--- src/design/uart_pkg.sv ---
package uart_pkg;

   // ==========================================================
   // Serial bit timing
   // ==========================================================

   localparam int BIT_CYCLES  = 16;                         // Clocks per serial bit.
   localparam int HALF_CYCLES = BIT_CYCLES / 2;             // Start edge to mid-bit.
   localparam int TIMER_W     = $clog2(BIT_CYCLES + 1);     // Holds BIT_CYCLES itself.

   // ==========================================================
   // Register map
   // ==========================================================

   localparam logic [3:0] ADDR_DATA   = 4'h0;
   localparam logic [3:0] ADDR_STATUS = 4'h4;

   // STATUS register bits.
   localparam int ST_TX_BUSY  = 0;
   localparam int ST_RX_READY = 1;
   localparam int ST_BREAK    = 2;

   // ==========================================================
   // Receive entry
   // ==========================================================

   typedef struct packed
   {
      logic       brk;                                     // Stop bit was low.
      logic [7:0] data;                                    // Zero on a break.
   } rx_entry_t;

endpackage
--- src/design/uart_top.sv ---
module uart_top
(
   input  logic        clk_i,
   input  logic        rst_i,
   input  logic        psel_i,
   input  logic        penable_i,
   input  logic        pwrite_i,
   input  logic [3:0]  paddr_i,
   input  logic [31:0] pwdata_i,
   output logic [31:0] prdata_o,
   output logic        pready_o,
   output logic        pslverr_o,
   input  logic        rxd_i,
   output logic        txd_o
);

   import uart_pkg::*;

   // Transmit path.
   logic       tx_push;
   logic [7:0] tx_wdata;
   logic       tx_pop;
   logic       tx_full;
   logic [7:0] tx_data;
   logic       tx_busy;
   logic       tx_load;
   logic       tx_half;
   logic       tx_expire;

   // Receive path.
   logic      rx_push;
   rx_entry_t rx_entry_in;
   logic      rx_pop;
   logic      rx_full;
   rx_entry_t rx_entry_out;
   logic      rx_load;
   logic      rx_half;
   logic      rx_expire;

   // ==========================================================
   // Bus side
   // ==========================================================

   uart_apb_regs i_regs
   (
      .clk_i      (clk_i),
      .rst_i      (rst_i),
      .psel_i     (psel_i),
      .penable_i  (penable_i),
      .pwrite_i   (pwrite_i),
      .paddr_i    (paddr_i),
      .pwdata_i   (pwdata_i),
      .prdata_o   (prdata_o),
      .pready_o   (pready_o),
      .pslverr_o  (pslverr_o),
      .tx_full_i  (tx_full),
      .tx_busy_i  (tx_busy),
      .rx_full_i  (rx_full),
      .rx_entry_i (rx_entry_out),
      .tx_push_o  (tx_push),
      .tx_data_o  (tx_wdata),
      .rx_pop_o   (rx_pop)
   );

   // ==========================================================
   // Transmit
   // ==========================================================

   uart_hold_buf #(.payload_t(logic [7:0])) i_tx_buf
   (
      .clk_i  (clk_i),
      .rst_i  (rst_i),
      .push_i (tx_push),
      .pop_i  (tx_pop),
      .data_i (tx_wdata),
      .data_o (tx_data),
      .full_o (tx_full)
   );

   uart_tx_fsm i_tx_fsm
   (
      .clk_i      (clk_i),
      .rst_i      (rst_i),
      .buf_full_i (tx_full),
      .buf_data_i (tx_data),
      .expire_i   (tx_expire),
      .buf_pop_o  (tx_pop),
      .load_o     (tx_load),
      .half_o     (tx_half),
      .busy_o     (tx_busy),
      .txd_o      (txd_o)
   );

   uart_bit_timer i_tx_timer
   (
      .clk_i    (clk_i),
      .rst_i    (rst_i),
      .load_i   (tx_load),
      .half_i   (tx_half),
      .expire_o (tx_expire)
   );

   // ==========================================================
   // Receive
   // ==========================================================

   uart_rx_fsm i_rx_fsm
   (
      .clk_i    (clk_i),
      .rst_i    (rst_i),
      .rxd_i    (rxd_i),
      .expire_i (rx_expire),
      .load_o   (rx_load),
      .half_o   (rx_half),
      .push_o   (rx_push),
      .entry_o  (rx_entry_in)
   );

   uart_bit_timer i_rx_timer
   (
      .clk_i    (clk_i),
      .rst_i    (rst_i),
      .load_i   (rx_load),
      .half_i   (rx_half),
      .expire_o (rx_expire)
   );

   // A new frame overwrites an unread one.
   uart_hold_buf #(.payload_t(rx_entry_t)) i_rx_buf
   (
      .clk_i  (clk_i),
      .rst_i  (rst_i),
      .push_i (rx_push),
      .pop_i  (rx_pop || rx_push),
      .data_i (rx_entry_in),
      .data_o (rx_entry_out),
      .full_o (rx_full)
   );

endmodule

--- src/design/uart_apb_regs.sv ---
module uart_apb_regs
(
   input  logic                clk_i,
   input  logic                rst_i,
   input  logic                psel_i,
   input  logic                penable_i,
   input  logic                pwrite_i,
   input  logic [3:0]          paddr_i,
   input  logic [31:0]         pwdata_i,
   output logic [31:0]         prdata_o,
   output logic                pready_o,
   output logic                pslverr_o,
   input  logic                tx_full_i,
   input  logic                tx_busy_i,
   input  logic                rx_full_i,
   input  uart_pkg::rx_entry_t rx_entry_i,
   output logic                tx_push_o,
   output logic [7:0]          tx_data_o,
   output logic                rx_pop_o
);

   import uart_pkg::*;

   logic access;
   logic sel_data;
   logic sel_status;
   logic wr_data;
   logic rd_data;

   // ==========================================================
   // Decode
   // ==========================================================

   assign access     = psel_i && penable_i;
   assign sel_data   = (paddr_i == ADDR_DATA);
   assign sel_status = (paddr_i == ADDR_STATUS);
   assign wr_data    = access && pwrite_i && sel_data;
   assign rd_data    = access && !pwrite_i && sel_data;

   // ==========================================================
   // Strobes and response
   // ==========================================================

   assign tx_push_o = wr_data && !tx_full_i;                // Full drops the byte.
   assign tx_data_o = pwdata_i[7:0];
   assign rx_pop_o  = rd_data && rx_full_i;                 // Empty read is harmless.

   assign pready_o  = 1'b1;                                 // No wait states.

   always_comb
   begin
      pslverr_o = 1'b0;
      if (access)
      begin
         if (!sel_data && !sel_status)
            pslverr_o = 1'b1;                               // Undefined address.
         else if (wr_data && tx_full_i)
            pslverr_o = 1'b1;                               // Transmit overflow.
      end
   end

   // ==========================================================
   // Read mux
   // ==========================================================

   always_comb
   begin
      prdata_o = '0;
      if (sel_data)
      begin
         prdata_o[7:0] = rx_entry_i.data;
      end
      else if (sel_status)
      begin
         prdata_o[ST_TX_BUSY]  = tx_full_i || tx_busy_i;
         prdata_o[ST_RX_READY] = rx_full_i;
         prdata_o[ST_BREAK]    = rx_full_i && rx_entry_i.brk;
      end
   end

endmodule

--- src/design/uart_rx_fsm.sv ---
module uart_rx_fsm
(
   input  logic                clk_i,
   input  logic                rst_i,
   input  logic                rxd_i,
   input  logic                expire_i,
   output logic                load_o,
   output logic                half_o,
   output logic                push_o,
   output uart_pkg::rx_entry_t entry_o
);

   import uart_pkg::*;

   typedef enum logic [2:0]
   {
      IDLE,
      START_CHK,
      DATA,
      STOP,
      BREAK_WAIT
   } state_t;

   state_t     state_q;
   logic [2:0] bit_idx_q;
   logic [7:0] shift_q;
   logic       rxd_meta_q;
   logic       rxd_q;

   // ==========================================================
   // Input synchronizer
   // ==========================================================

   always_ff @(posedge clk_i or posedge rst_i)
   begin
      if (rst_i)
      begin
         rxd_meta_q <= 1'b1;
         rxd_q      <= 1'b1;
      end
      else
      begin
         rxd_meta_q <= rxd_i;
         rxd_q      <= rxd_meta_q;
      end
   end

   // ==========================================================
   // Timer control and entry output
   // ==========================================================

   // Only the start edge asks for a half period.
   assign half_o = (state_q == IDLE);

   always_comb
   begin
      case (state_q)
         IDLE:       load_o = !rxd_q;
         START_CHK:  load_o = expire_i && !rxd_q;
         DATA:       load_o = expire_i;
         STOP:       load_o = expire_i && !rxd_q;           // Break hold-off.
         BREAK_WAIT: load_o = expire_i && !rxd_q;
         default:    load_o = 1'b0;
      endcase
   end

   assign push_o       = (state_q == STOP) && expire_i;
   assign entry_o.brk  = !rxd_q;
   assign entry_o.data = rxd_q ? shift_q : 8'h00;

   // ==========================================================
   // Sequencing
   // ==========================================================

   always_ff @(posedge clk_i or posedge rst_i)
   begin
      if (rst_i)
      begin
         state_q   <= IDLE;
         bit_idx_q <= '0;
      end
      else
      begin
         case (state_q)
            IDLE:
            begin
               if (!rxd_q)
                  state_q <= START_CHK;
            end
            START_CHK:
            begin
               if (expire_i)
               begin
                  state_q   <= rxd_q ? IDLE : DATA;         // Glitch if high again.
                  bit_idx_q <= '0;
               end
            end
            DATA:
            begin
               if (expire_i)
               begin
                  if (bit_idx_q == 3'd7)
                     state_q <= STOP;
                  else
                     bit_idx_q <= bit_idx_q + 1'b1;
               end
            end
            STOP:
            begin
               if (expire_i)
                  state_q <= rxd_q ? IDLE : BREAK_WAIT;
            end
            BREAK_WAIT:
            begin
               // One more bit time, repeated while the line stays low, so a
               // long break is not taken for a new start bit.
               if (expire_i && rxd_q)
                  state_q <= IDLE;
            end
            default:
               state_q <= IDLE;
         endcase
      end
   end

   always_ff @(posedge clk_i)
   begin
      if ((state_q == DATA) && expire_i)
         shift_q <= {rxd_q, shift_q[7:1]};                  // LSB arrives first.
   end

endmodule

--- src/design/uart_tx_fsm.sv ---
module uart_tx_fsm
(
   input  logic       clk_i,
   input  logic       rst_i,
   input  logic       buf_full_i,
   input  logic [7:0] buf_data_i,
   input  logic       expire_i,
   output logic       buf_pop_o,
   output logic       load_o,
   output logic       half_o,
   output logic       busy_o,
   output logic       txd_o
);

   typedef enum logic [1:0]
   {
      IDLE,
      START,
      DATA,
      STOP
   } state_t;

   state_t     state_q;
   logic [2:0] bit_idx_q;
   logic [7:0] shift_q;
   logic       take;
   logic       line_d;
   logic       txd_q;

   // ==========================================================
   // Strobes to the buffer and the timer
   // ==========================================================

   // A byte is taken at idle or right at the end of a stop bit.
   assign take = buf_full_i && ((state_q == IDLE) || ((state_q == STOP) && expire_i));

   assign buf_pop_o = take;
   assign load_o    = take || (expire_i && ((state_q == START) || (state_q == DATA)));
   assign half_o    = 1'b0;                                 // Always whole bits.
   assign busy_o    = (state_q != IDLE);

   // ==========================================================
   // Sequencing
   // ==========================================================

   always_ff @(posedge clk_i or posedge rst_i)
   begin
      if (rst_i)
      begin
         state_q   <= IDLE;
         bit_idx_q <= '0;
      end
      else
      begin
         case (state_q)
            IDLE:
            begin
               if (take)
                  state_q <= START;
            end
            START:
            begin
               if (expire_i)
               begin
                  state_q   <= DATA;
                  bit_idx_q <= '0;
               end
            end
            DATA:
            begin
               if (expire_i)
               begin
                  if (bit_idx_q == 3'd7)
                     state_q <= STOP;
                  else
                     bit_idx_q <= bit_idx_q + 1'b1;
               end
            end
            STOP:
            begin
               if (expire_i)
                  state_q <= take ? START : IDLE;           // Next byte goes straight out.
            end
            default:
               state_q <= IDLE;
         endcase
      end
   end

   always_ff @(posedge clk_i)
   begin
      if (take)
         shift_q <= buf_data_i;
      else if ((state_q == DATA) && expire_i)
         shift_q <= {1'b0, shift_q[7:1]};                   // LSB first.
   end

   // Line level for the current state, registered once on the way out.
   always_comb
   begin
      case (state_q)
         START:   line_d = 1'b0;
         DATA:    line_d = shift_q[0];
         default: line_d = 1'b1;
      endcase
   end

   always_ff @(posedge clk_i or posedge rst_i)
   begin
      if (rst_i)
         txd_q <= 1'b1;                                     // Line idles high.
      else
         txd_q <= line_d;
   end

   assign txd_o = txd_q;

endmodule

--- src/design/uart_hold_buf.sv ---
module uart_hold_buf
#(
   parameter type payload_t = logic [7:0]
)
(
   input  logic     clk_i,
   input  logic     rst_i,
   input  logic     push_i,
   input  logic     pop_i,
   input  payload_t data_i,
   output payload_t data_o,
   output logic     full_o
);

   logic     valid_q;
   payload_t data_q;
   logic     accept;

   // A push lands when the slot is free or is being emptied this cycle.
   assign accept = push_i && (!valid_q || pop_i);

   always_ff @(posedge clk_i or posedge rst_i)
   begin
      if (rst_i)
      begin
         valid_q <= 1'b0;
      end
      else if (accept)
      begin
         valid_q <= 1'b1;
      end
      else if (pop_i)
      begin
         valid_q <= 1'b0;
      end
   end

   // Keeps the last item after a pop.
   always_ff @(posedge clk_i)
   begin
      if (accept)
      begin
         data_q <= data_i;
      end
   end

   assign data_o = data_q;
   assign full_o = valid_q;

endmodule

--- src/design/uart_bit_timer.sv ---
module uart_bit_timer
(
   input  logic clk_i,
   input  logic rst_i,
   input  logic load_i,
   input  logic half_i,
   output logic expire_o
);

   import uart_pkg::*;

   logic [TIMER_W-1:0] count_q;
   logic [TIMER_W-1:0] reload;

   assign reload = half_i ? TIMER_W'(HALF_CYCLES) : TIMER_W'(BIT_CYCLES);

   // Counts down to zero and then holds there until the next load.
   always_ff @(posedge clk_i or posedge rst_i)
   begin
      if (rst_i)
      begin
         count_q <= '0;
      end
      else if (load_i)
      begin
         count_q <= reload;
      end
      else if (count_q != '0)
      begin
         count_q <= count_q - 1'b1;                         // Still running.
      end
   end

   // High in the last cycle of the period, so the edge that takes the
   // count to zero is the one where the state machine acts.
   assign expire_o = (count_q == TIMER_W'(1));

endmodule

--- config.mk ---
export PLATFORM = sky130hd
export DESIGN_NAME = uart_top
export DESIGN_NICKNAME = d
export VERILOG_FILES = /design/src/design/uart_pkg.sv /design/src/design/uart_top.sv /design/src/design/uart_apb_regs.sv /design/src/design/uart_rx_fsm.sv /design/src/design/uart_tx_fsm.sv /design/src/design/uart_hold_buf.sv /design/src/design/uart_bit_timer.sv
export SDC_FILE = /design/constraint.sdc
export NUM_CORES = 1
export LEC_CHECK = 0
export BUFFER_PORTS_ARGS = -buffer_cell sky130_fd_sc_hd__buf_2
export CORE_AREA = 2 2 81 83
export CTS_CLUSTER_SIZE = 10
export DETAILED_ROUTE_END_ITERATION = 10
export DIE_AREA = 0 0 83 85
export PLACE_DENSITY = 0.76
export SLEW_MARGIN = 20
export SYNTH_ARGS = -nofsm -noshare
export SYNTH_HDL_FRONTEND = slang
export SYNTH_SLANG_ARGS = --single-unit
--- constraint.sdc ---
create_clock -name clk_i -period 5.3 [get_ports clk_i]
set_input_delay 0.53 -clock clk_i [delete_from_list [all_inputs] [get_ports clk_i]]
set_output_delay 0.53 -clock clk_i [all_outputs]
set_load 0.03 [all_outputs]
; Word-level counts from Yosys, hierarchy flattened
; Cells that the tools add are included.
[op_classes]
addsub = 4
eq_ne = 25
muxes = 43
n_reduce_logical = 51
[op_table]
columns = op, count
row1 = $mux 3, 15
row2 = $mux 5, 6
row3 = $logic_and 1x1->1, 20
row4 = $ne 2x1->1 const B, 9
row5 = $mux 8, 2
row6 = $reduce_bool 2->1, 8
row7 = $pmux 3 s5, 1
row8 = $mux 2, 6
row9 = $pmux 3 s2, 2
row10 = $eq 5x1->1 const B, 2
row11 = $reduce_bool 5->1, 2
row12 = $sub 5x1->5 const B, 2
row13 = $eq 3x3->1 const B, 3
row14 = $mux 1, 8
row15 = $ne 2x2->1 const B, 4
row16 = $pmux 2 s4, 1
row17 = $reduce_and 4->1, 2
row18 = $logic_or 1x1->1, 7
row19 = $add 3x1->3 const B, 2
row20 = $eq 3x2->1 const B, 2
row21 = $logic_not 1->1, 6
row22 = $reduce_and 6->1, 1
row23 = $reduce_and 5->1, 1
row24 = $eq 2x2->1 const B, 2
row25 = other kinds (9), 9
[word_totals]
regBits = 59
inputBits = 42
output_inout_bits = 35
elab_cells = 139

; Logic depth before layout (Yosys ltp)
[depth]
depth_word = 8
ltp_mapped = 7
ltp_nobuf = 6

; Hierarchy
; From an unflattened synthesis, not the netlist that was laid out.
[unflattened]
cells_unflattened = 269
area_unflattened_um2 = 3140.5
[modules_own_cells]
columns = module, instances, cells_each, area_each_um2, seq_area_each_um2
row1 = uart_tx_fsm, 1, 65, 794.5, 391.6
row2 = uart_rx_fsm, 1, 63, 739.5, 442.9
row3 = uart_bit_timer, 2, 27, 287.8, 125.1
row4 = uart_apb_regs, 1, 59, 419.2, 0.0
row5 = uart_hold_buf (i_rx_buf), 1, 14, 317.8, 295.3
row6 = uart_hold_buf (i_tx_buf), 1, 13, 287.8, 265.3
row7 = uart_top, 1, 1, 6.3, 0.0

; Worst setup path after synthesis
; OpenSTA, ideal clock, no wires.
[synth_timing]
path_type = input -> output
from = input paddr_i[1]
to = output pslverr_o
arrival_ps = 1945
t_required_ps = 4770
slack_ps = 2825
cell_stages = 3
path_buffers = 0
path_cell_list = nor4_1 nand4_1 o21ai_0
[synth_via]
elab_chain_len = 6
word_cells_on_any_way = 10
classes_between = 1 x eq/ne / 3 x mux / 6 x reduce/logical
[synth_rtl]
columns = element, line
row1 = from (decl), uart_top.sv:8  ; input logic [3:0] paddr_i,
row2 = $logic_not 4->1, uart_apb_regs.sv:35  ; assign sel_data = (paddr_i == ADDR_DATA);
row3 = $logic_and 1x1->1, uart_apb_regs.sv:37  ; assign wr_data = access && pwrite_i && sel_data;
row4 = $logic_and 1x1->1, uart_apb_regs.sv:57  ; else if (wr_data && tx_full_i)
row5 = $mux 1, uart_apb_regs.sv:57
row6 = $mux 1 (*), uart_apb_regs.sv:55  ; if (!sel_data && !sel_status)
row7 = $mux 1 (*), uart_apb_regs.sv:53  ; if (access)
row8 = to (decl), uart_top.sv:12  ; output logic pslverr_o,
; Every way passes the cells marked *; elsewhere a longest branch is shown, timed or not.

; Worst setup path in the final report
; Ends and elaborated chain as after synthesis.

==> results.md <==
- Reg clk slew, reported paths: 70 ps
- Final setup fails: 0
- Avg Cell Area, Syn: 11.8 sq um
- Startpoint Class: input pin
- Largest net degree at the start of global routing: 27
- Most common cell in the synthesized netlist: edfxtp_1
- CTS resizes: 0
- ANT cells: 0
- CP max-delay cell: nor4_1
- DRC Markers: 0
- Max-slew violation count: 0
- Port buffer count: 27
- Cell area power density: 452 nW/um^2
- Area grow syn2layout: 9.59%
- Hold slack final: 292 ps
- Synth cell count leaders: edfxtp_1 (33), buf_4 (25), dfrtp_1 (23)
- CTS max path bufs: 2
- GRT Overall Usage: 13.6%
- Max Fclk: 387 MHz
- Reg2reg setup slack: 2960 ps
- CP Cell Sequence: buf_2, nor4_1, nand4_1, o21ai_0, buf_2
- Final worst path period need: 2580 ps
- # clock sinks: 59
- Most common cell on crit path: buf_2
- Rows: 29
- Drt via density: 4.94
- Setup Fix Bufs, Post-CTS: 0
- Filler cells: 541
- Critical path's top delay family: simple AND/OR/NAND/NOR gates
- Top post-synthesis cells by area: edfxtp_1 (33%), dfrtp_1 (19%), buf_4 (6.3%)
- Share of cells above drive strength 1: 22.1%
- Final GP Congestion: 0.828
- CP required: 4770 ps
- Main synth FF type: edfxtp_1
- Synthesized area: 3000 sq um
- Worst min path class: input pin to asynchronous set/reset pin
- Final-report hold violation count: 0
- Flip-flop and latch area: 1650 sq um
- Synth warnings: 0
- Footprint of the multi-input gates: 1170 sq um
- Number of synthesized flops with an enable pin: 33
- TritonCTS clock tree: done
- Final non-filler cell total: 366
- Worst vdd ir: 0.200 mV
- CTS Buf Count: 9
- Hpwl dp: 3120 microns
- Mapped Cells: 254
- Drt wl/cell: 12.1 microns
- Total Routed Length: 4440 microns
- Reg-to-reg critical path startpoint: i_rx_timer.count_q[1]$_DFFE_PP0P_
- Worst Clk Skew: 8.87 ps
- #FFs+latches synth: 59
- Worst r2r dst: i_rx_timer.count_q[2]$_DFFE_PP0P_
- Die ar.: 7060 sq um
- Overflow after GRT: 0
- Worst stage delay on the critical path: 810 ps
- Post-Place Worst Slack: 2510 ps
- R2r worst-path depth: 6
- Leakage power: 1.43 nW
- Data arrival, critical path: 2050 ps
- Nets@finish: 340
- Initial antenna violation count: 0
- H-tree levels: 3
- Horiz. Die Dim: 83 microns
- DR pass1 iterations: 5
- # Max-Cap Violations: 0
- Setup TNS: 0 ps
- Clock latency on the worst-skew pair: 330 ps
- Ys async rst share: 44.1%
- Vias in the first global route: 1,716
- Crit path buf inv count: 2
- Initial DRC Count: 113
- Dominant cell type by area after synthesis: edfxtp_1
- Starting Density: 48.4%
- Kind of critical path: input pin to primary output
- Setup slack after layout: 2720 ps
- Worst setup EP type: primary output
- Ports: 77
- Max_slew headroom: 36.5%
- Core area: 6200 sq um
- DIE HEIGHT: 85 microns
- Synth cell types: 44
- Final Cycle Share: 48.7%
- Status: finished, final reports clean
- DRT antenna net count: 0
- Cells after DPL: 350
- Unrepaired setup endpoints after global routing: false
- CTS hold repair buffers: 0
- Worst-Margin Slew: 944 ps
- Sequential area share after synthesis: 54.8%
- First-pass GRT wire length: 7620 microns
- Vias: 1,807
- Area fraction of the dominant cell type after synthesis: 33.0%
- Root Buffer: clkbuf_8
- Worst-path fanout max: 7
==> power breakdown <==
group	internal [mW]	switching [mW]	leakage, nW	total, mW
clock network	0.213	0.168	0.0935	0.381
logic	0.200	0.241	0.714	0.441
registers	0.576	0.0904	0.619	0.666
total	0.989	0.499	1.43	1.49
==> state kept, by name, indices dropped and copies added (netlist names), 2 cells and up <==
signal / cells
i_tx_fsm.state_q: 2
i_tx_timer.count_q: 5
i_tx_buf.data_o: 8
i_tx_fsm.shift_q: 8
i_rx_fsm.state_q: 3
i_rx_timer.count_q: 5
i_rx_fsm.bit_idx_q: 3
i_tx_fsm.bit_idx_q: 3
i_rx_buf.data_o: 9
i_rx_fsm.shift_q: 8
==> layout make-up <==
type | count | area share [%]
flip-flops and latches | 59 | 50.0
repair buffers | 28 | 4.34
multi-input cells | 174 | 35.7
inverters | 12 | 1.37
well taps | 77 | 2.93
clock buffers | 10 | 3.88
clock inverters | 6 | 1.71
==> metal layers <==
| layer | vias to the layer above | wire [microns] | global-route usage, % |
|---|---|---|---|
| li1 | 901 | - | - |
| met1 | 849 | 2070 | 16.4 |
| met2 | 51 | 2120 | 21.8 |
| met3 | 6 | 204 | 5.25 |
| met4 | 0 | 48 | 6.11 |
| met5 | - | 0 | 0 |
==> cells in the final DEF (no fill, tap or decap), types with 3 or more instances in the layout <==
master | synthesis | routed
inv_1 | 12 | 11
mux2_2 | 11 | 11
dfstp_2 | 3 | 3
nand2b_1 | 3 | 3
ha_1 | 14 | 14
and2_1 | 16 | 16
conb_1 | 2 | 25
nor2_1 | 20 | 20
nor3b_1 | 3 | 3
a21o_1 | 4 | 4
mux2i_1 | 6 | 6
o21ai_0 | 8 | 8
clkbuf_8 | 0 | 9
a211oi_1 | 4 | 4
buf_2 | 0 | 27
nand2_1 | 16 | 16
or3_1 | 3 | 3
a22o_1 | 4 | 4
edfxtp_1 | 33 | 33
nand3_1 | 5 | 5
dfrtp_1 | 23 | 23
nor3_1 | 4 | 4
a21oi_1 | 4 | 4
clkinv_2 | 0 | 3
==> worst max-delay path by stage <==
stage / slack, ps / startpoint / end / cells after the start
2_1_floorplan: 2830 / paddr_i[1] / pslverr_o / 3
3_3_place_gp: 2610 / paddr_i[1] / i_tx_buf.data_o[4]$_DFFE_PP_ / 4
3_5_place_dp: 2510 / paddr_i[1] / i_tx_buf.data_o[5]$_DFFE_PP_ / 4
4_1_cts: 2660 / paddr_i[1] / pslverr_o / 5
5_1_grt: 2520 / paddr_i[1] / pslverr_o / 5
6_report: 2720 / paddr_i[1] / pslverr_o / 5
==> per-stage QoR <==
step / instance area (sq um) / utilization [%] / total power, mW
floorplan: 3090 / - / 1.04
global placement: 3100 / 50.0 / 1.09
detailed placement: 3100 / 50.0 / 1.11
CTS: 3290 / 53.0 / 1.50
global route: 3290 / 53.0 / 1.59
finish: 3290 / 53.0 / 1.49
==> cells by family (layout without fill, tap and decap cells) <==
kind of cell | count (synthesis) | count (layout) | synth area share (%)
flip-flops | 59 | 59 | 54.8
buffers and inverters | 44 | 56 | 8.88
other | 2 | 25 | 0.250
AO/OA/AOI/OAI | 32 | 32 | 7.63
adder cells (fa/ha/maj) | 14 | 14 | 5.84
XOR/XNOR | 4 | 4 | 1.17
AND/OR/NAND/NOR | 82 | 82 | 15.3
multiplexers | 17 | 17 | 6.13
No activity file was read; power rests on OpenSTA's default activity.
